## src/source/rv_params.svh

```systemverilog
`ifndef RV_PARAMS_SVH
`define RV_PARAMS_SVH

// data path and register file sizes
`define RV_XLEN             64
`define RV_ILEN             32
`define RV_NREGS            32
`define RV_RESET_PC         64'h0000_0000_0000_0000

// base opcodes, inst[6:0]
`define RV_OPC_OP           7'b0110011
`define RV_OPC_OP_IMM       7'b0010011
`define RV_OPC_LUI          7'b0110111
`define RV_OPC_LOAD         7'b0000011
`define RV_OPC_STORE        7'b0100011
`define RV_OPC_BRANCH       7'b1100011
`define RV_OPC_JAL          7'b1101111

// execute operation codes
`define RV_EXOP_NOP         4'd0
`define RV_EXOP_ADD         4'd1
`define RV_EXOP_SUB         4'd2
`define RV_EXOP_AND         4'd3
`define RV_EXOP_OR          4'd4
`define RV_EXOP_XOR         4'd5
`define RV_EXOP_LUI         4'd6
`define RV_EXOP_LD          4'd7
`define RV_EXOP_SD          4'd8
`define RV_EXOP_BEQ         4'd9
`define RV_EXOP_BNE         4'd10
`define RV_EXOP_JAL         4'd11

`endif

```

## src/source/rv_pkg.sv

```systemverilog
`include "rv_params.svh"

package rv_pkg;

    typedef logic [`RV_XLEN-1:0]   xlen_t;
    typedef logic [`RV_ILEN-1:0]   inst_t;
    typedef logic [4:0]            reg_addr_t;
    typedef logic [`RV_XLEN/8-1:0] wmask_t;
    typedef logic [3:0]            ex_op_t;

    // fetch/decode register
    typedef struct packed {
        logic  valid;
        xlen_t pc;
        inst_t inst;
    } fetch_pkt_t;

    // decode/execute register
    typedef struct packed {
        logic      valid;
        ex_op_t    op;
        xlen_t     pc;
        reg_addr_t rd;
        logic      reg_wen;
        xlen_t     op1;
        // rs2 or immediate
        xlen_t     op2;
        xlen_t     store_data;
        // branch, load and store offset
        xlen_t     imm;
    } decode_pkt_t;

    typedef struct packed {
        logic      wen;
        reg_addr_t addr;
        xlen_t     data;
    } reg_wr_t;

    typedef struct packed {
        logic  en;
        xlen_t target;
    } jump_t;

    typedef struct packed {
        logic   en;
        xlen_t  addr;
        xlen_t  data;
        wmask_t mask;
    } dmem_wr_t;

endpackage

```

## src/source/regs.sv

```systemverilog
`timescale 1ns/10ps
`include "rv_params.svh"

module regs (
    input  logic              clk,
    input  logic              arst_n_i,

    input  rv_pkg::reg_addr_t rs1_addr_i,
    input  rv_pkg::reg_addr_t rs2_addr_i,
    output rv_pkg::xlen_t     rs1_data_o,
    output rv_pkg::xlen_t     rs2_data_o,

    // write-back from execute
    input  rv_pkg::reg_wr_t   wr_i
);
    rv_pkg::xlen_t regs_q [`RV_NREGS];

    // x0 reads zero, a same-cycle write is forwarded
    function automatic rv_pkg::xlen_t read_port(input rv_pkg::reg_addr_t addr,
                                                input rv_pkg::xlen_t stored);
        if (addr == '0) begin
            return '0;
        end else if (wr_i.wen && wr_i.addr == addr) begin
            return wr_i.data;
        end
        return stored;
    endfunction

    always_ff @(posedge clk or negedge arst_n_i) begin
        if (!arst_n_i) begin
            for (int i = 0; i < `RV_NREGS; i++) begin
                regs_q[i] <= '0;
            end
        end else if (wr_i.wen && wr_i.addr != '0) begin
            regs_q[wr_i.addr] <= wr_i.data;
        end
    end

    always_comb begin
        rs1_data_o = read_port(rs1_addr_i, regs_q[rs1_addr_i]);
        rs2_data_o = read_port(rs2_addr_i, regs_q[rs2_addr_i]);
    end

endmodule

```

## config.mk

```make
export PLATFORM = sky130hd
export DESIGN_NAME = regs
export DESIGN_NICKNAME = d
export VERILOG_FILES = /design/src/source/rv_pkg.sv /design/src/source/regs.sv
export VERILOG_INCLUDE_DIRS = /design/src /design/src/source
export SDC_FILE = /design/constraint.sdc
export NUM_CORES = 2
export LEC_CHECK = 0
export BUFFER_PORTS_ARGS = -buffer_cell sky130_fd_sc_hd__buf_4
export CORE_ASPECT_RATIO = 1.75
export CORE_MARGIN = 2
export CORE_UTILIZATION = 50
export DETAILED_ROUTE_END_ITERATION = 10
export PLACE_DENSITY = 0.68
export SLEW_MARGIN = 20
export SYNTH_ARGS = -nofsm -noshare
export SYNTH_HDL_FRONTEND = slang
export SYNTH_SLANG_ARGS = --single-unit
```

## constraint.sdc

```tcl
create_clock -name clk -period 4.45 [get_ports clk]
set_input_delay 0.445 -clock clk [delete_from_list [all_inputs] [get_ports clk]]
set_output_delay 0.445 -clock clk [all_outputs]
set_load 0.02 [all_outputs]
```

==> results by group <==
Run status
  • Status: finished, final reports clean

Global route
  • M3 GR Usage: 0.0814
  • Met2 Use GR: 0.552
  • All-Layer GR Usage: 0.353
  • Met1 GRT Util: 0.429
  • GRT busiest layer: met2
  • Initial antenna violation count: 34
  • First-pass GRT wire length: 565 mm
  • Vias in the first global route: 77500
  • Total grt overflow: 0
  • Largest net degree at the start of global routing: 171

Yosys
  • Ranking of synthesized cells by area: dfrtp_1 47%, mux2_2 20%, mux4_2 15%, mux2i_1 6.6%, clkbuf_1 2.0%
  • Syn_area_per_cell: 14.4 µm²
  • Area share of the largest cell type after synthesis: 0.470
  • Async set or reset register ratio after synthesis: 1.00
  • Synth area leader: dfrtp_1
  • Syn Nets: 7676
  • Yosys warning count: 0
  • Post-Syn Area: 0.109 mm²
  • Netlist cell types: 52
  • Synth Flop Type: dfrtp_1
  • Mapped Cells: 7594
  • Seq/Total Area, Yosys: 0.470
  • Yosys reg bits: 2048
  • Number of flops mapped to enable cells by yosys: 0

Layout
  • Commonest non-fill, non-tap cell in the layout: dfrtp_1
  • Most frequent cells in the layout: 2048 x dfrtp_1, 1984 x mux2_2, 737 x mux4_2
  • # fillers: 17500
  • Post-route insts no fill: 10400
  • Flip-flop count of the largest register after layout: 2048
  • Biggest regs: regs_q: 2048 flops
  • Share of layout cells above drive strength 1: 0.474
  • Area Overhead vs Synth: 10.7%
  • Most flops, register: regs_q
  • Nets@finish: 7468

Route
  • Via Count: 74800
  • Total detailed-routing wirelength: 395 mm
  • First-pass iteration count of the detailed router: 6
  • DRC Markers: 0
  • WL per Instance: 37.9 µm
  • Final ANT Viol Nets: 0
  • Vias per cell: 7.18
  • Drt initial violations: 7903

Clock tree
  • Clock buffer depth: 4
  • Clk sinks: 2048
  • Hold-fix buffers, CTS: 1
  • Clk Latency, worst-skew pair: 0.89 ns
  • CTS tree: built
  • Post-CTS sizing: 0
  • H-tree levels: 4
  • # Post-CTS Setup Buffers: 0
  • Root buffer cell: clkbuf_16
  • Reg clk slew, reported paths: 0.07 ns
  • Num CTS Buffers: 201

Setup path
  • CP required: 4.01 ns
  • Setup CP Type: input port to output port
  • Worst Setup End Kind: output port
  • R2R depth: 1
  • Worst-path maximum fanout: 22
  • R2r endpoint: regs_q[1489]$_DFFE_PN0P_
  • Data arrival, critical path: 3.49 ns
  • Crit path from: rs1_addr_i[0]
  • Reg-to-reg startpoint: regs_q[1489]$_DFFE_PN0P_
  • R2r setup slk: 3.63 ns
  • Crit start category: input port

Floorplan
  • IO Count: 210
  • Die Width: 357 µm
  • Number of cell rows: 226
  • Core area: 0.217 mm²
  • Initial Util: 0.504
  • DIE AREA: 0.222 mm²
  • Chip Height: 622 µm

Placed design
  • IO buf count: 209
  • DP Cell Count: 10000
  • HPWL after DPL: 237 mm
  • Routability cong.: 0.895
  • Post-place setup slack: 0.635 ns

Hold path
  • Hold_sp: wr_i[39]
  • Worst Hold Class: input port to flop
  • Hold path endpoint: regs_q[1575]$_DFFE_PN0P_
  • Worst Hold Depth: 2

Timing
  • Fmax: 0.254 GHz
  • Slew HR: 0.168
  • Period utilization: 0.884
  • Hold Fails Final Rpt: 0
  • Final Skew: 0 ns
  • Worst setup margin: 0.516 ns
  • Worst Max-Slew Pin Slew: 1.23 ns
  • Final setup fails: 0
  • Min Tclk post-route: 3.93 ns
  • RSZ-0062 raised after global routing: no
  • Setup_tns: 0 ns
  • Final Max Slew Viols: 0

Power and ir drop
  • Total power: 54.6 mW
  • Pwr per Cell Area: 452 mW/mm²
  • Max VDD drop: 435 µV
  • Leak Pwr: 53.0 nW

Flow run
  • Max-Cap Viols: 0
## cells by family after synthesis
| family | share of synthesized area |
|---|---|
| muxes | 0.423 |
| and+or+nand+nor | 0.0165 |
| xor gates and xnor gates | 0.000723 |
| DFF | 0.470 |
| buffers and inverters | 0.0343 |
| AOI/OAI and AO/OA | 0.0553 |
## how the worst max path moves through the flow
stage | to | depth (start not counted) | slack [ns]
6_report | rs1_data_o[26] | 8 | 0.52
5_1_grt | rs1_data_o[26] | 8 | 0.59
4_1_cts | rs1_data_o[26] | 8 | 0.61
3_5_place_dp | rs1_data_o[26] | 8 | 0.64
3_3_place_gp | rs1_data_o[26] | 8 | 0.66
2_1_floorplan | rs1_data_o[12] | 8 | 1.60
## routing by layer
| layer | share of wire | wire [µm] |
|---|---|---|
| met1 | 0.35 | 140000 |
| met2 | 0.47 | 185000 |
| met3 | 0.092 | 36300 |
| met4 | 0.085 | 33500 |
| met5 | 0.00016 | 62 |
## worst max-delay path, cell delays in order
cell,delay [ns]
buf_8,0.36
xnor2_1,0.18
nand4_1,0.22
o21ai_4,0.97
buf_4,0.46
nor3_1,0.10
a22o_1,0.44
buf_4,0.27
## stage by stage
stage | area, µm² | utilization | hold WS (ns)
floorplan | 109000 | - | 0.149
global placement | 114000 | 0.526 | 0.377
detailed placement | 114000 | 0.526 | 0.383
CTS | 121000 | 0.557 | 0.0510
global route | 121000 | 0.558 | 0.0946
finish | 121000 | 0.558 | 0.0756
## Yosys cell counts (all sizes together), types with 24 or more instances
master	instances
a22o	60
nor2	29
a31oi	24
nor3	165
a22oi	145
buf	306
o221ai	28
a21oi	120
mux2i	723
nand2	68
clkbuf	577
o21ai	43
dfrtp	2048
o211ai	59
o22ai	228
a211oi	43
a221o	50
mux4	737
mux2	1984
nor2b	54
## where the power goes
group	switching (mW)	internal, mW
sequential	2.76	22.2
combinational	5.35	6.57
clock	7.66	10.1
## final cells by class
| class | instances | area (µm²) | area share |
|---|---|---|---|
| clock inverters | 72 | 776 | 0.00642 |
| well taps | 2850 | 3570 | 0.0295 |
| clock buffers | 286 | 5890 | 0.0488 |
| multi-input cells | 4660 | 54400 | 0.451 |
| flip-flops and latches | 2048 | 51200 | 0.424 |
| repair buffers | 472 | 4780 | 0.0396 |
| diodes | 28 | 70.1 | 0.000580 |
| inverters | 3 | 12.5 | 0.000104 |
Note: power is estimated with default switching activity, not from simulation.
