==> src/source/rv_params.svh <==
`ifndef RV_PARAMS_SVH
`define RV_PARAMS_SVH

// data path and register file sizes
`define RV_XLEN             64
`define RV_ILEN             32
`define RV_NREGS            32
`define RV_RESET_PC         64'h0000_0000_0000_0000

// base opcodes, inst[6:0]
`define RV_OPC_OP           7'b0110011
`define RV_OPC_OP_IMM       7'b0010011
`define RV_OPC_LUI          7'b0110111
`define RV_OPC_LOAD         7'b0000011
`define RV_OPC_STORE        7'b0100011
`define RV_OPC_BRANCH       7'b1100011
`define RV_OPC_JAL          7'b1101111

// execute operation codes
`define RV_EXOP_NOP         4'd0
`define RV_EXOP_ADD         4'd1
`define RV_EXOP_SUB         4'd2
`define RV_EXOP_AND         4'd3
`define RV_EXOP_OR          4'd4
`define RV_EXOP_XOR         4'd5
`define RV_EXOP_LUI         4'd6
`define RV_EXOP_LD          4'd7
`define RV_EXOP_SD          4'd8
`define RV_EXOP_BEQ         4'd9
`define RV_EXOP_BNE         4'd10
`define RV_EXOP_JAL         4'd11

`endif

==> src/source/rv_pkg.sv <==
`include "rv_params.svh"

package rv_pkg;

    typedef logic [`RV_XLEN-1:0]   xlen_t;
    typedef logic [`RV_ILEN-1:0]   inst_t;
    typedef logic [4:0]            reg_addr_t;
    typedef logic [`RV_XLEN/8-1:0] wmask_t;
    typedef logic [3:0]            ex_op_t;

    // fetch/decode register
    typedef struct packed {
        logic  valid;
        xlen_t pc;
        inst_t inst;
    } fetch_pkt_t;

    // decode/execute register
    typedef struct packed {
        logic      valid;
        ex_op_t    op;
        xlen_t     pc;
        reg_addr_t rd;
        logic      reg_wen;
        xlen_t     op1;
        // rs2 or immediate
        xlen_t     op2;
        xlen_t     store_data;
        // branch, load and store offset
        xlen_t     imm;
    } decode_pkt_t;

    typedef struct packed {
        logic      wen;
        reg_addr_t addr;
        xlen_t     data;
    } reg_wr_t;

    typedef struct packed {
        logic  en;
        xlen_t target;
    } jump_t;

    typedef struct packed {
        logic   en;
        xlen_t  addr;
        xlen_t  data;
        wmask_t mask;
    } dmem_wr_t;

endpackage

==> src/source/inst_fetch.sv <==
`timescale 1ns/10ps
`include "rv_params.svh"

module inst_fetch (
    input  logic               clk,
    input  logic               arst_n_i,

    // redirect from execute
    input  rv_pkg::jump_t      jump_i,

    // instruction memory, read in the same cycle
    output rv_pkg::xlen_t      inst_addr_o,
    input  rv_pkg::inst_t      inst_i,

    output rv_pkg::fetch_pkt_t fetch_o
);
    rv_pkg::xlen_t pc_q;
    rv_pkg::xlen_t pc_next;

    // sequential unless execute redirects
    assign pc_next = jump_i.en ? jump_i.target : pc_q + rv_pkg::xlen_t'(4);

    assign inst_addr_o = pc_q;

    always_ff @(posedge clk or negedge arst_n_i) begin
        if (!arst_n_i) begin
            pc_q <= `RV_RESET_PC;
        end else begin
            pc_q <= pc_next;
        end
    end

    // fetch/decode register
    always_ff @(posedge clk or negedge arst_n_i) begin
        if (!arst_n_i) begin
            fetch_o <= '0;
        end else if (jump_i.en) begin
            // wrong-path fetch, drop it
            fetch_o.valid <= 1'b0;
        end else begin
            fetch_o.valid <= 1'b1;
            fetch_o.pc    <= pc_q;
            fetch_o.inst  <= inst_i;
        end
    end

endmodule

==> config.mk <==
export PLATFORM = sky130hd
export DESIGN_NAME = inst_fetch
export DESIGN_NICKNAME = d
export VERILOG_FILES = /design/src/source/rv_pkg.sv /design/src/source/inst_fetch.sv
export VERILOG_INCLUDE_DIRS = /design/src /design/src/source
export SDC_FILE = /design/constraint.sdc
export NUM_CORES = 1
export LEC_CHECK = 0
export BUFFER_PORTS_ARGS = -buffer_cell sky130_fd_sc_hd__buf_2
export CORE_ASPECT_RATIO = 1.5
export CORE_UTILIZATION = 45
export DETAILED_ROUTE_END_ITERATION = 8
export HOLD_SLACK_MARGIN = 0.03
export PLACE_DENSITY_LB_ADDON = 0.08
export SYNTH_ARGS = -nofsm -noshare
export SYNTH_HDL_FRONTEND = slang
export SYNTH_SLANG_ARGS = --single-unit
==> constraint.sdc <==
create_clock -name clk -period 2 [get_ports clk]
set_input_delay 0.1 -clock clk [delete_from_list [all_inputs] [get_ports clk]]
set_output_delay 0.1 -clock clk [all_outputs]
set_load 0.005 [all_outputs]
==> flow_metrics.env <==
export IMPL_power_total_w=0.00902
export IMPL_cts_tree="yes"
export IMPL_ys_seq_elements=161
export IMPL_root_buffer="clkbuf_16"
export IMPL_violations="negative setup slack"
export IMPL_final_common_cell="buf_2"
export IMPL_die_area_mm2=0.0165
export IMPL_drc=0
export IMPL_cp_start_kind="flip-flop"
export IMPL_syn_num_nets=736
export IMPL_wl_per_cell_um=17.5
export IMPL_r2r_start="inst_addr_o[2]"
export IMPL_via_count=6906
export IMPL_clock_sinks=161
export IMPL_syn_area_per_cell_um2=11.3
export IMPL_path_class="reg -> reg"
export IMPL_clock_latency_ns=0.43
export IMPL_clk_pin_slew_ns=0.07
export IMPL_num_rows=56
export IMPL_viasPerCell=5.27
export IMPL_syn_instance_count=636
export IMPL_setup_tns_ns=-0.923
export IMPL_relSlewSlack_pct=73.6
export IMPL_ctsHtreeMaxLevel=4
export IMPL_dpl_cell_area_mm2=0.00947
export IMPL_grt_max_degree=80
export IMPL_tightest_slew_ns=0.396
export IMPL_synth_distinct_cells=34
export IMPL_antenna_found_initial=0
export IMPL_dr_pass1_iters=5
export IMPL_irDropWorstVdd_mv=0.485
export IMPL_reg2reg_depth=5
export IMPL_fin_nets=1196
export IMPL_io_pins=260
export IMPL_finalSetupViolCount=16
export IMPL_rsz0062_at_grt="yes"
export IMPL_synth_edf_count=0
export IMPL_power_density_cell_area_mw_per_mm2=785
export IMPL_wl_mm=22.9
export IMPL_hp_start="jump_i[64]"
export IMPL_ant_nets=0
export IMPL_syn_area_mm2=0.00720
export IMPL_finalWeightedCongestion=0.853
export IMPL_holdPathEnd="fetch_o[91]"
export IMPL_final_util_pct=73.5
export IMPL_hold_viol=0
export IMPL_core_mm2=0.0156
export IMPL_grt_total_usage_pct=27.9
export IMPL_reg2reg_to="inst_addr_o[49]"
export IMPL_ys_flop_type="dfrtp_1"
export IMPL_hold_depth=3
export IMPL_fin_hold_ws_ns=0.0877
export IMPL_io_buffers=259
export IMPL_cp_required_ns=2.34
export IMPL_die_y_um=157
export IMPL_grt_pass1_wl_mm=35.7
export IMPL_end_kind="flip-flop"
export IMPL_ys_warn_count=0
export IMPL_final_max_slew_violation_count=0
export IMPL_cap_violations=0
export IMPL_min_period_ns=2.13
export IMPL_cp_max_fo=3
export IMPL_area_growth_pct=59.5
export IMPL_timing_final_ws_setup_ns=-0.127
export IMPL_cts_buffers=17
export IMPL_grt_pass1_vias=7230
export IMPL_die_w_um=105
export IMPL_overflow=0
export IMPL_n_fill_cell=1125
export IMPL_synthArstFlopShare_pct=100
export IMPL_dp_hpwl_mm=15.4
export IMPL_fin_skew_ns=0.0142
export IMPL_final_area_mm2=0.0115
export IMPL_cts_path_max_buffers=2
export IMPL_regArea_mm2=0.00404
export IMPL_cp_arrival_ns=2.46
export IMPL_p_leak_nw=5.42
export IMPL_fmax_mhz=470
export IMPL_min_period_over_period_pct=106
export IMPL_r2r_setup_slack_ns=-0.13
export IMPL_status="finished with violations"
export IMPL_layout_drive_gt1_share_pct=48.6
export IMPL_n_antenna_cell=0
export IMPL_seq_area_frac_synth_pct=55.9
export IMPL_hold_class="in -> reg"
export IMPL_drt_iter0_drc=248
export IMPL_final_cell_mix="257 x buf_2, 155 x dfrtp_1, 105 x buf_4"
export IMPL_initial_core_util_pct=46.1
export IMPL_multiInputGateArea_mm2=0.00331
[cells in the mapped netlist, drive strengths merged, types with 6 or more instances]
library cell | n | area (µm²)
a21o | 8 | 60.1
a31oi | 11 | 68.8
and3 | 6 | 37.5
buf | 7 | 26.3
clkbuf | 25 | 93.8
dfrtp | 161 | 4030
inv | 10 | 37.5
mux2 | 82 | 923
mux2i | 6 | 60.1
nand2 | 78 | 293
nand3 | 26 | 143
nand4 | 28 | 190
nor2 | 20 | 75.1
nor3 | 14 | 70.1
nor4 | 16 | 121
o21ai | 46 | 230
o31ai | 7 | 52.6
or3 | 6 | 37.5
or4 | 19 | 150
xnor2 | 25 | 219
xor2 | 12 | 105
[repair_timing]
item,in CTS,in global routing
setup endpoints to repair,25,40
pin swaps,19,25
buffers inserted,12,8
gates resized for setup,30,35
hold buffers,97,0
hold endpoints to repair,245,0
[power breakdown]
group	internal, W	switching [W]	total [W]
Clock	0.00203	0.00137	0.00340
Combinational	0.000955	0.000799	0.00175
Sequential	0.00363	0.000242	0.00387
Total	0.00661	0.00241	0.00902
[routing by layer]
layer | vias to the layer above | track usage [%] | share of wire (%) | wire, µm
met4 | 0 | 13.7 | 3.0 | 692
met2 | 263 | 52.1 | 55 | 12500
met3 | 47 | 4.93 | 5.0 | 1150
li1 | 3221 | - | - | -
met1 | 3375 | 30.2 | 37 | 8580
met5 | - | 0 | 0 | 0
[worst max-delay path, cell delays in order (launching register included)]
cell,delay (ns)
dfrtp_1,0.41
nand4_1,0.19
or4_4,0.47
or4_4,0.43
or3_1,0.36
a31oi_1,0.19
[registers in the layout, indices dropped and copies added, names as in the netlist]
| register | count |
|---|---|
| fetch_o | 97 |
| inst_addr_o | 64 |
[cell families after synthesis]
logic type | Yosys count | share of synthesized area (%)
buffers and inverters | 42 | 2.19
AO/OA/AOI/OAI | 81 | 6.81
XOR/XNOR | 37 | 4.50
multiplexers | 88 | 13.7
adder cells (fa/ha/maj) | 1 | 0.174
flip-flops | 161 | 55.9
AND/OR/NAND/NOR | 226 | 16.7
[stage by stage]
step / std cells / worst slack, ns
5_1_grt: 1310 / -0.189
3_5_place_dp: 1163 / -0.155
4_1_cts: 1302 / -0.107
3_3_place_gp: 1163 / -0.0907
6_report: 1310 / -0.127
2_1_floorplan: 636 / -0.161
[worst max path at each step]
stage,cells after the start,start,to
6_report,5,inst_addr_o[2],inst_addr_o[49]
5_1_grt,9,inst_addr_o[3],inst_addr_o[52]
4_1_cts,9,inst_addr_o[3],inst_addr_o[52]
3_5_place_dp,7,inst_addr_o[2],inst_addr_o[48]
3_3_place_gp,8,inst_addr_o[2],inst_addr_o[62]
2_1_floorplan,5,inst_addr_o[8],inst_addr_o[49]
[area by class of cell]
| cell class | instances | area share, % |
|---|---|---|
| inverter | 10 | 0.327 |
| tap | 203 | 2.21 |
| multi-input combinational | 433 | 28.8 |
| clock buffer | 19 | 3.94 |
| clock inverter | 11 | 1.34 |
| timing repair buffer | 473 | 28.3 |
| sequential | 161 | 35.1 |
Note: power is estimated with default switching activity, not from simulation.
