### src/source/rv_params.svh
`ifndef RV_PARAMS_SVH
`define RV_PARAMS_SVH

// data path and register file sizes
`define RV_XLEN             64
`define RV_ILEN             32
`define RV_NREGS            32
`define RV_RESET_PC         64'h0000_0000_0000_0000

// base opcodes, inst[6:0]
`define RV_OPC_OP           7'b0110011
`define RV_OPC_OP_IMM       7'b0010011
`define RV_OPC_LUI          7'b0110111
`define RV_OPC_LOAD         7'b0000011
`define RV_OPC_STORE        7'b0100011
`define RV_OPC_BRANCH       7'b1100011
`define RV_OPC_JAL          7'b1101111

// execute operation codes
`define RV_EXOP_NOP         4'd0
`define RV_EXOP_ADD         4'd1
`define RV_EXOP_SUB         4'd2
`define RV_EXOP_AND         4'd3
`define RV_EXOP_OR          4'd4
`define RV_EXOP_XOR         4'd5
`define RV_EXOP_LUI         4'd6
`define RV_EXOP_LD          4'd7
`define RV_EXOP_SD          4'd8
`define RV_EXOP_BEQ         4'd9
`define RV_EXOP_BNE         4'd10
`define RV_EXOP_JAL         4'd11

`endif

### src/source/rv_pkg.sv
`include "rv_params.svh"

package rv_pkg;

    typedef logic [`RV_XLEN-1:0]   xlen_t;
    typedef logic [`RV_ILEN-1:0]   inst_t;
    typedef logic [4:0]            reg_addr_t;
    typedef logic [`RV_XLEN/8-1:0] wmask_t;
    typedef logic [3:0]            ex_op_t;

    // fetch/decode register
    typedef struct packed {
        logic  valid;
        xlen_t pc;
        inst_t inst;
    } fetch_pkt_t;

    // decode/execute register
    typedef struct packed {
        logic      valid;
        ex_op_t    op;
        xlen_t     pc;
        reg_addr_t rd;
        logic      reg_wen;
        xlen_t     op1;
        // rs2 or immediate
        xlen_t     op2;
        xlen_t     store_data;
        // branch, load and store offset
        xlen_t     imm;
    } decode_pkt_t;

    typedef struct packed {
        logic      wen;
        reg_addr_t addr;
        xlen_t     data;
    } reg_wr_t;

    typedef struct packed {
        logic  en;
        xlen_t target;
    } jump_t;

    typedef struct packed {
        logic   en;
        xlen_t  addr;
        xlen_t  data;
        wmask_t mask;
    } dmem_wr_t;

endpackage

### src/source/id.sv
`timescale 1ns/10ps
`include "rv_params.svh"

module id (
    input  logic                clk,
    input  logic                arst_n_i,

    input  rv_pkg::fetch_pkt_t  fetch_i,
    input  logic                flush_i,

    // register file read
    output rv_pkg::reg_addr_t   rs1_addr_o,
    output rv_pkg::reg_addr_t   rs2_addr_o,
    input  rv_pkg::xlen_t       rs1_data_i,
    input  rv_pkg::xlen_t       rs2_data_i,

    output rv_pkg::decode_pkt_t decode_o
);
    logic [6:0]          opcode;
    logic [2:0]          funct3;
    logic [6:0]          funct7;
    rv_pkg::reg_addr_t   rd;
    rv_pkg::xlen_t       imm_i;
    rv_pkg::xlen_t       imm_s;
    rv_pkg::xlen_t       imm_b;
    rv_pkg::xlen_t       imm_u;
    rv_pkg::xlen_t       imm_j;
    rv_pkg::decode_pkt_t dec_d;

    assign opcode     = fetch_i.inst[6:0];
    assign rd         = fetch_i.inst[11:7];
    assign funct3     = fetch_i.inst[14:12];
    assign rs1_addr_o = fetch_i.inst[19:15];
    assign rs2_addr_o = fetch_i.inst[24:20];
    assign funct7     = fetch_i.inst[31:25];

    // sign-extended immediates
    assign imm_i = {{(`RV_XLEN-12){fetch_i.inst[31]}}, fetch_i.inst[31:20]};
    assign imm_s = {{(`RV_XLEN-12){fetch_i.inst[31]}}, fetch_i.inst[31:25],
                    fetch_i.inst[11:7]};
    assign imm_b = {{(`RV_XLEN-13){fetch_i.inst[31]}}, fetch_i.inst[31], fetch_i.inst[7],
                    fetch_i.inst[30:25], fetch_i.inst[11:8], 1'b0};
    assign imm_u = {{(`RV_XLEN-32){fetch_i.inst[31]}}, fetch_i.inst[31:12], 12'b0};
    assign imm_j = {{(`RV_XLEN-21){fetch_i.inst[31]}}, fetch_i.inst[31],
                    fetch_i.inst[19:12], fetch_i.inst[20], fetch_i.inst[30:21], 1'b0};

    always_comb begin
        dec_d            = '0;
        dec_d.valid      = fetch_i.valid;
        dec_d.op         = `RV_EXOP_NOP;
        dec_d.pc         = fetch_i.pc;
        dec_d.rd         = rd;
        dec_d.op1        = rs1_data_i;
        dec_d.op2        = rs2_data_i;
        dec_d.store_data = rs2_data_i;
        dec_d.imm        = imm_i;

        case (opcode)
            `RV_OPC_OP: begin
                if (funct7 == 7'b0000000) begin
                    case (funct3)
                        3'b000:  dec_d.op = `RV_EXOP_ADD;
                        3'b100:  dec_d.op = `RV_EXOP_XOR;
                        3'b110:  dec_d.op = `RV_EXOP_OR;
                        3'b111:  dec_d.op = `RV_EXOP_AND;
                        default: dec_d.op = `RV_EXOP_NOP;
                    endcase
                end else if (funct7 == 7'b0100000 && funct3 == 3'b000) begin
                    dec_d.op = `RV_EXOP_SUB;
                end
            end
            `RV_OPC_OP_IMM: begin
                // only addi
                if (funct3 == 3'b000) begin
                    dec_d.op  = `RV_EXOP_ADD;
                    dec_d.op2 = imm_i;
                end
            end
            `RV_OPC_LUI: begin
                dec_d.op  = `RV_EXOP_LUI;
                dec_d.imm = imm_u;
            end
            `RV_OPC_LOAD: begin
                // doubleword only
                if (funct3 == 3'b011) begin
                    dec_d.op = `RV_EXOP_LD;
                end
            end
            `RV_OPC_STORE: begin
                if (funct3 == 3'b011) begin
                    dec_d.op  = `RV_EXOP_SD;
                    dec_d.imm = imm_s;
                end
            end
            `RV_OPC_BRANCH: begin
                dec_d.imm = imm_b;
                if (funct3 == 3'b000) begin
                    dec_d.op = `RV_EXOP_BEQ;
                end else if (funct3 == 3'b001) begin
                    dec_d.op = `RV_EXOP_BNE;
                end
            end
            `RV_OPC_JAL: begin
                dec_d.op  = `RV_EXOP_JAL;
                dec_d.imm = imm_j;
            end
            default: dec_d.op = `RV_EXOP_NOP;
        endcase

        // ops with a result for rd
        dec_d.reg_wen = dec_d.op inside {`RV_EXOP_ADD, `RV_EXOP_SUB, `RV_EXOP_AND,
                                         `RV_EXOP_OR, `RV_EXOP_XOR, `RV_EXOP_LUI,
                                         `RV_EXOP_LD, `RV_EXOP_JAL};
    end

    // decode/execute register
    always_ff @(posedge clk or negedge arst_n_i) begin
        if (!arst_n_i) begin
            decode_o <= '0;
        end else if (flush_i || !fetch_i.valid) begin
            decode_o.valid   <= 1'b0;
            decode_o.op      <= `RV_EXOP_NOP;
            decode_o.reg_wen <= 1'b0;
        end else begin
            decode_o <= dec_d;
        end
    end

endmodule

### config.mk
export PLATFORM = sky130hd
export DESIGN_NAME = id
export DESIGN_NICKNAME = d
export VERILOG_FILES = /design/src/source/rv_pkg.sv /design/src/source/id.sv
export VERILOG_INCLUDE_DIRS = /design/src /design/src/source
export SDC_FILE = /design/constraint.sdc
export NUM_CORES = 1
export LEC_CHECK = 0
export ABC_AREA = 0
export BUFFER_PORTS_ARGS = -buffer_cell sky130_fd_sc_hd__buf_4
export CAP_MARGIN = 0
export CORE_AREA = 2 2 219 221
export DETAILED_ROUTE_END_ITERATION = 7
export DIE_AREA = 0 0 221 223
export GPL_ROUTABILITY_DRIVEN = 0
export MAX_ROUTING_LAYER = met4
export REMOVE_ABC_BUFFERS = 1
export SETUP_SLACK_MARGIN = 0.02
export SLEW_MARGIN = 20
export SYNTH_ARGS = -nofsm -noshare
export SYNTH_HDL_FRONTEND = slang
export SYNTH_SLANG_ARGS = --single-unit
### constraint.sdc
create_clock -name clk -period 1.46 [get_ports clk]
set_clock_uncertainty 0.15 [all_clocks]
set_input_delay 0.146 -clock clk [delete_from_list [all_inputs] [get_ports clk]]
set_output_delay 0.146 -clock clk [all_outputs]
set_load 0.01 [all_outputs]
==> flow_summary_export.csv, run 1 <==
group,metric,value,unit
clock_tree,clk_pin_slew,0.06,ns
floorplanning,fp.dieH,223,microns
clock_tree,cts_tree,"built",
layout,drive_gt1_share,33.5,%
status,outcome,"complete, but fails checks",
setup_path,crit_family,"flip-flops",
timing,slew_headroom,69.2,%
setup_path,worst-r2r-cell-count,3,
synth,seq_area_frac_synth,61.6,%
placement,dp_cells,2513,
synth,synthFlopType,"dfrtp_1",
floorplanning,start_util,25.8,%
floorplanning,core-area,0.0471,sq mm
setup_path,criticalPathCategory,"reg2out",
clock_tree,cts_buffers,35,
layout,layout.cells.non_filler,2799,
drt,drt-total-wl,44500,microns
layout,fin_nets,2386,
synth,ys_types,40,
placement,hpwl,31400,microns
timing,setup_viol,33,
setup_path,worstPathCellList,"buf_12 -> buf_4",
power_and_ir_drop,pwr-share-comb,22.0,%
drt,first_iter_violations,567,
synth,synth_area,0.0121,sq mm
drt,viasPerCell,4.41,
synth,syn_avg_cell_area,8.89,sq um
timing,drv_slew,0,
setup_path,slowest_stage,"dfrtp_1",
drt,routedWlPerCell,15.9,microns
synth,netlist_instances,1366,
synth,synth_area_leader_cell,"dfrtp_1",
power_and_ir_drop,cellLeakagePower,0.0110,uW
global_routing,overflow,0,
run,maxCapViolCount,0,
setup_path,reg2reg_to,"decode_o[76]",
synth,async_reset_ff_share,100,%
power_and_ir_drop,switching_share,27.4,%
drt,first_pass_iters,7,
setup_path,r2r-start,"decode_o[76]",
power_and_ir_drop,power_density,1170,mW/mm^2
floorplanning,ios,569,
setup_path,crit_buf_inv,2,
timing,timing.final.crit_share,105,%
timing,setup_slack,-0.0688,ns
setup_path,worst_setup_path_end_kind,"primary output",
setup_path,rrSetupSlack,0.11,ns
clock_tree,cts_sinks,299,
global_routing,grt_antenna_before_repair,0,
clock_tree,clock_latency,0.52,ns
timing,holdWs,0.0176,ns
setup_path,required,1.16,ns
setup_path,cp_slowest_stage_delay,0.39,ns
synth,synth_top_area_share,61.6,%
placement,port_buffers,568,
setup_path,arrival,1.23,ns
synth,synth_common_cells,"nand2_1, dfrtp_1, o21ai_0",
synth,ys_top_cells_by_area,"dfrtp_1, nand2_1, o21ai_0",
power_and_ir_drop,p_int,17800,uW
hold_path,hold_class,"in2async",
power_and_ir_drop,peakVddDrop,829,uV
timing,fmax,654,MHz
setup_path,start_kind,"register",
global_routing,first_global_vias,12800,
floorplanning,row_count,80,
synth,synth_edf_count,0,
clock_tree,ctsHtreeMaxLevel,2,
timing,rsz0062_at_grt,"true",
timing,worst_slew_pin_slew,0.458,ns
floorplanning,die_area,0.0493,sq mm
layout,final_util,44.5,%
drt,vias,12400,
drt,detail-route-antenna-nets,0,
global_routing,grt_max_degree,46,
layout,num_antenna_cells,0,
synth,synth-seq-cells,299,
floorplanning,die_w,221,microns
setup_path,cp_max_fo,34,
clock_tree,cts_root_buf,"clkbuf_16",
power_and_ir_drop,seqPwrFrac,40.6,%
layout,syn_to_final_growth,72.7,%
clock_tree,cts.path.max_buffers,3,
timing,final_hold_viol_count,0,
power_and_ir_drop,clockPowerShare,37.4,%
global_routing,grt_pass1_wl,69700,microns
layout,regMostFlops,"decode_o",
placement,post_dp_cell_area,0.0174,sq mm
synth,ys_warn_count,0,
global_routing,groute.usage.overall,18.1,%
layout,final_area,0.0210,sq mm
synth,synth_most_common_cell,"nand2_1",
drt,remaining_drc_errors,0,
status,violations,"negative setup slack",
layout,top_regs,"decode_o x299",
timing,finalCriticalPeriod,1.53,ns
power_and_ir_drop,p_sw,6720,uW
layout,largest_reg_flops,299,
## cell usage in the layout, fill, tap and decap left out, types with 4 or more instances in the layout
| cell | count |
|---|---|
| clkinv_2 | 9 |
| bufinv_16 | 4 |
| clkbuf_16 | 37 |
| buf_12 | 19 |
| dlygate4sd3_1 | 222 |
| buf_6 | 10 |
| mux2i_1 | 12 |
| dfrtp_1 | 299 |
| buf_4 | 630 |
| a21oi_1 | 75 |
| o21ai_0 | 91 |
| clkbuf_8 | 6 |
| nor2_1 | 17 |
| nor2_2 | 4 |
| nand2_1 | 690 |
| clkbuf_1 | 6 |
## layout make-up
class / instances / area (sq um)
Clock inverter: 14 / 174
Clock buffer: 49 / 1030
Inverter: 4 / 20.0
Multi-Input combinational cell: 936 / 4030
Timing Repair Buffer: 882 / 7460
Fill cell: 4414 / 26200
Sequential cell: 299 / 7480
Tap cell: 615 / 769
## per-layer routing
metal  share of wire, %  vias to the layer above  track usage (%)  routed length (microns)
met3                6.3                      110             4.43                     2800
met4                3.6                        0             6.78                     1590
met5                  0                        -                -                        0
li1                   -                     5872                -                        -
met1                 40                     5902             21.1                    18000
met2                 50                      471             30.1                    22100
## stage by stage
stage | TNS (ns) | power, uW | setup slack [ns]
3_5_place_dp | -40.19 | 15000 | -0.532
3_3_place_gp | -36.21 | 14900 | -0.470
2_1_floorplan | -3119.16 | 11700 | -12.31
5_1_grt | -4.21 | 25700 | -0.134
4_1_cts | -3.42 | 24800 | -0.107
6_report | -2.13 | 24500 | -0.0688
## power groups by stage
stage | registers, uW | logic (uW) | clock network (uW)
6_report | 9950 | 5390 | 9180
5_1_grt | 10100 | 5870 | 9760
4_1_cts | 9950 | 5420 | 9430
3_5_place_dp | 10100 | 4890 | 0
3_3_place_gp | 10000 | 4830 | 0
2_1_floorplan | 10600 | 1160 | 0
## cell families after synthesis
kind of cell	Yosys count	synth area share (%)
compound gates	188	8.25
buf+inv	131	5.51
flops	299	61.6
mux	12	0.989
simple gates	736	23.6
## worst max path at each step
stage	startpoint	to	slack [ns]	depth (start not counted)
floorplan	flush_i	decode_o[256]	-12.31	4
global placement	fetch_i[31]	decode_o[256]	-0.47	8
detailed placement	fetch_i[2]	decode_o[144]	-0.53	8
CTS	decode_o[31]	decode_o[52]	-0.11	2
global route	decode_o[31]	decode_o[62]	-0.13	2
finish	decode_o[31]	decode_o[62]	-0.07	2
## timing repair
item                       in CTS  in global routing
resized for setup              10                 14
hold buffers                  222                  0
hold endpoints to repair      591                  0
setup endpoints to repair      40                103
setup buffers                   0                  1
pin swaps                       0                  1
Power figures use the tool's default switching activity.
==> run 2, diff against run 1 <==
==> constraint.sdc (replaced) <==
create_clock -name clk -period 1.3 [get_ports clk]
set_clock_uncertainty 0.15 [all_clocks]
set_input_delay 0.13 -clock clk [delete_from_list [all_inputs] [get_ports clk]]
set_output_delay 0.13 -clock clk [all_outputs]
set_load 0.01 [all_outputs]
==> run 2 against run 1 <==
The run ends with negative hold slack, negative setup slack left. Die area stayed put. Clock power is 4.2% higher. Via count rose by 8.8%. Critical path depth unchanged. Non-clock buffer count is 184 higher. Combinational power rose by 45%. Cell count rose by 6.4%. Setup slack worse by 0.15 ns. Total power is 17% higher. Wire length up 15%.
==> flow_summary_export.csv, run 2 (synthesis gave the netlist of run 1 again) <==
group,metric,value,unit
power_and_ir_drop,power,28800,uW
clock_tree,cts_sinks,299,
timing,final_hold_viol_count,16,
layout,drive_gt1_share,40.2,%
drt,first_pass_iters,5,
clock_tree,cts_root_buf,"clkbuf_16",
timing,setup_viol,348,
setup_path,cp_max_fo,34,
power_and_ir_drop,peakVddDrop,1180,uV
setup_path,worst_setup_path_end_kind,"primary output",
clock_tree,cts.path.max_buffers,3,
timing,fin_setup_tns,-14.01,ns
global_routing,groute.usage.overall,19.4,%
timing,fmax,660,MHz
global_routing,grt_pass1_wl,74300,microns
layout,syn_to_final_growth,97.0,%
timing,finalCriticalPeriod,1.51,ns
layout,largest_reg_flops,299,
floorplanning,die_area,0.0493,sq mm
drt,remaining_drc_errors,0,
setup_path,rrSetupSlack,0.24,ns
layout,top_regs,"decode_o x299",
layout,final_util,50.7,%
layout,fin_nets,2570,
placement,port_buffers,568,
global_routing,grt_antenna_before_repair,0,
layout,regMostFlops,"decode_o",
run,maxCapViolCount,0,
clock_tree,cts_hold_buffers,220,
drt,detail-route-antenna-nets,0,
global_routing,overflow,0,
setup_path,r2r-start,"decode_o[13]",
clock_tree,cts_tree,"built",
clock_tree,clk_pin_slew,0.06,ns
drt,viasPerCell,4.51,
drt,wl_met1,19800,microns
power_and_ir_drop,cellLeakagePower,0.0124,uW
timing,rsz0062_at_grt,"true",
status,violations,"negative hold slack, negative setup slack",
setup_path,reg2reg_to,"decode_o[13]",
drt,first_iter_violations,766,
timing,worst_slew_pin_slew,0.334,ns
timing,setup_slack,-0.215,ns
drt,dr_wl_met2,25800,microns
floorplanning,ios,569,
layout,final_area,0.0239,sq mm
timing,drv_slew,0,
setup_path,required,1.02,ns
drt,top_layer_used,"met4",
timing,holdWs,-0.0886,ns
floorplanning,row_count,80,
placement,hpwl,32100,microns
layout,num_antenna_cells,0,
global_routing,grt_max_degree,60,
clock_tree,clock_latency,0.52,ns
timing,slew_headroom,77.8,%
drt,vias,13400,
placement,post_dp_cell_area,0.0176,sq mm
timing,timing.final.crit_share,117,%
drt,met3WireLength,3130,microns
drt,drt-total-wl,51300,microns
status,outcome,"complete, but fails checks",
layout,mostFrequentLayoutCell,"nand2_1",
floorplanning,start_util,25.8,%
power_and_ir_drop,power_density,1200,mW/mm^2
setup_path,start_kind,"register",
drt,routedWlPerCell,17.2,microns
clock_tree,cts_buffers,35,
global_routing,first_global_vias,13500,
floorplanning,fp.dieH,223,microns
layout,fillers,4020,
setup_path,criticalPathCategory,"reg2out",
setup_path,arrival,1.23,ns
setup_path,worst-r2r-cell-count,4,
clock_tree,ctsHtreeMaxLevel,2,
floorplanning,core-area,0.0471,sq mm
floorplanning,die_w,221,microns
layout,final_cell_mix,"nand2_1, buf_4, buf_6",
hold_path,hold_class,"in2async",
run 2: worst max path at each step:
| stage | from | end | slack [ns] |
|---|---|---|---|
| 2_1_floorplan | flush_i | decode_o[256] | -12.46 |
| 4_1_cts | decode_o[31] | decode_o[36] | -0.27 |
| 3_5_place_dp | fetch_i[6] | decode_o[4] | -0.74 |
| 5_1_grt | decode_o[31] | decode_o[42] | -0.28 |
| 3_3_place_gp | fetch_i[6] | decode_o[4] | -0.69 |
| 6_report | decode_o[31] | decode_o[41] | -0.21 |
run 2: worst max-delay path, stage by stage, from the launching register on:
cell and delay (ns):
dfrtp_1 0.39, buf_12 0.17, buf_4 0.15
run 2: area by class of cell:
cell class | instances | area, sq um | share of cell area [%]
sequential | 299 | 7480 | 31.3
clock inverter | 3 | 18.8 | 0.0784
multi-input combinational | 936 | 4270 | 17.8
inverter | 4 | 20.0 | 0.0837
timing repair buffer | 1066 | 10300 | 43.0
clock buffer | 55 | 1080 | 4.53
tap | 615 | 769 | 3.22
run 2: what timing repair did:
| action | CTS | global route |
|---|---|---|
| resized for setup | 379 | 73 |
| setup endpoints to repair | 392 | 406 |
| pin swaps | 8 | 24 |
| buffers inserted | 75 | 89 |
| hold endpoints to repair | 593 | 16 |
| gates cloned | 5 | 7 |
run 2: metal layers:
layer	vias up	global-route usage [%]
met4	0	7.99
li1	6240	-
met5	-	-
met2	561	32.7
met1	6485	22.4
met3	155	4.56
run 2: through the flow:
step	setup slack (ns)	instances
after floorplan	-12.46	1239
after global placement	-0.693	2528
after detailed placement	-0.736	2528
after CTS	-0.271	2885
after global routing	-0.282	2978
final	-0.215	2978
run 2: power by group:
part | switching [uW] | leakage (uW) | internal [uW] | total, uW
clock | 3880 | 0.000543 | 5690 | 9570
combinational | 3190 | 0.00814 | 4600 | 7790
sequential | 932 | 0.00370 | 10500 | 11400
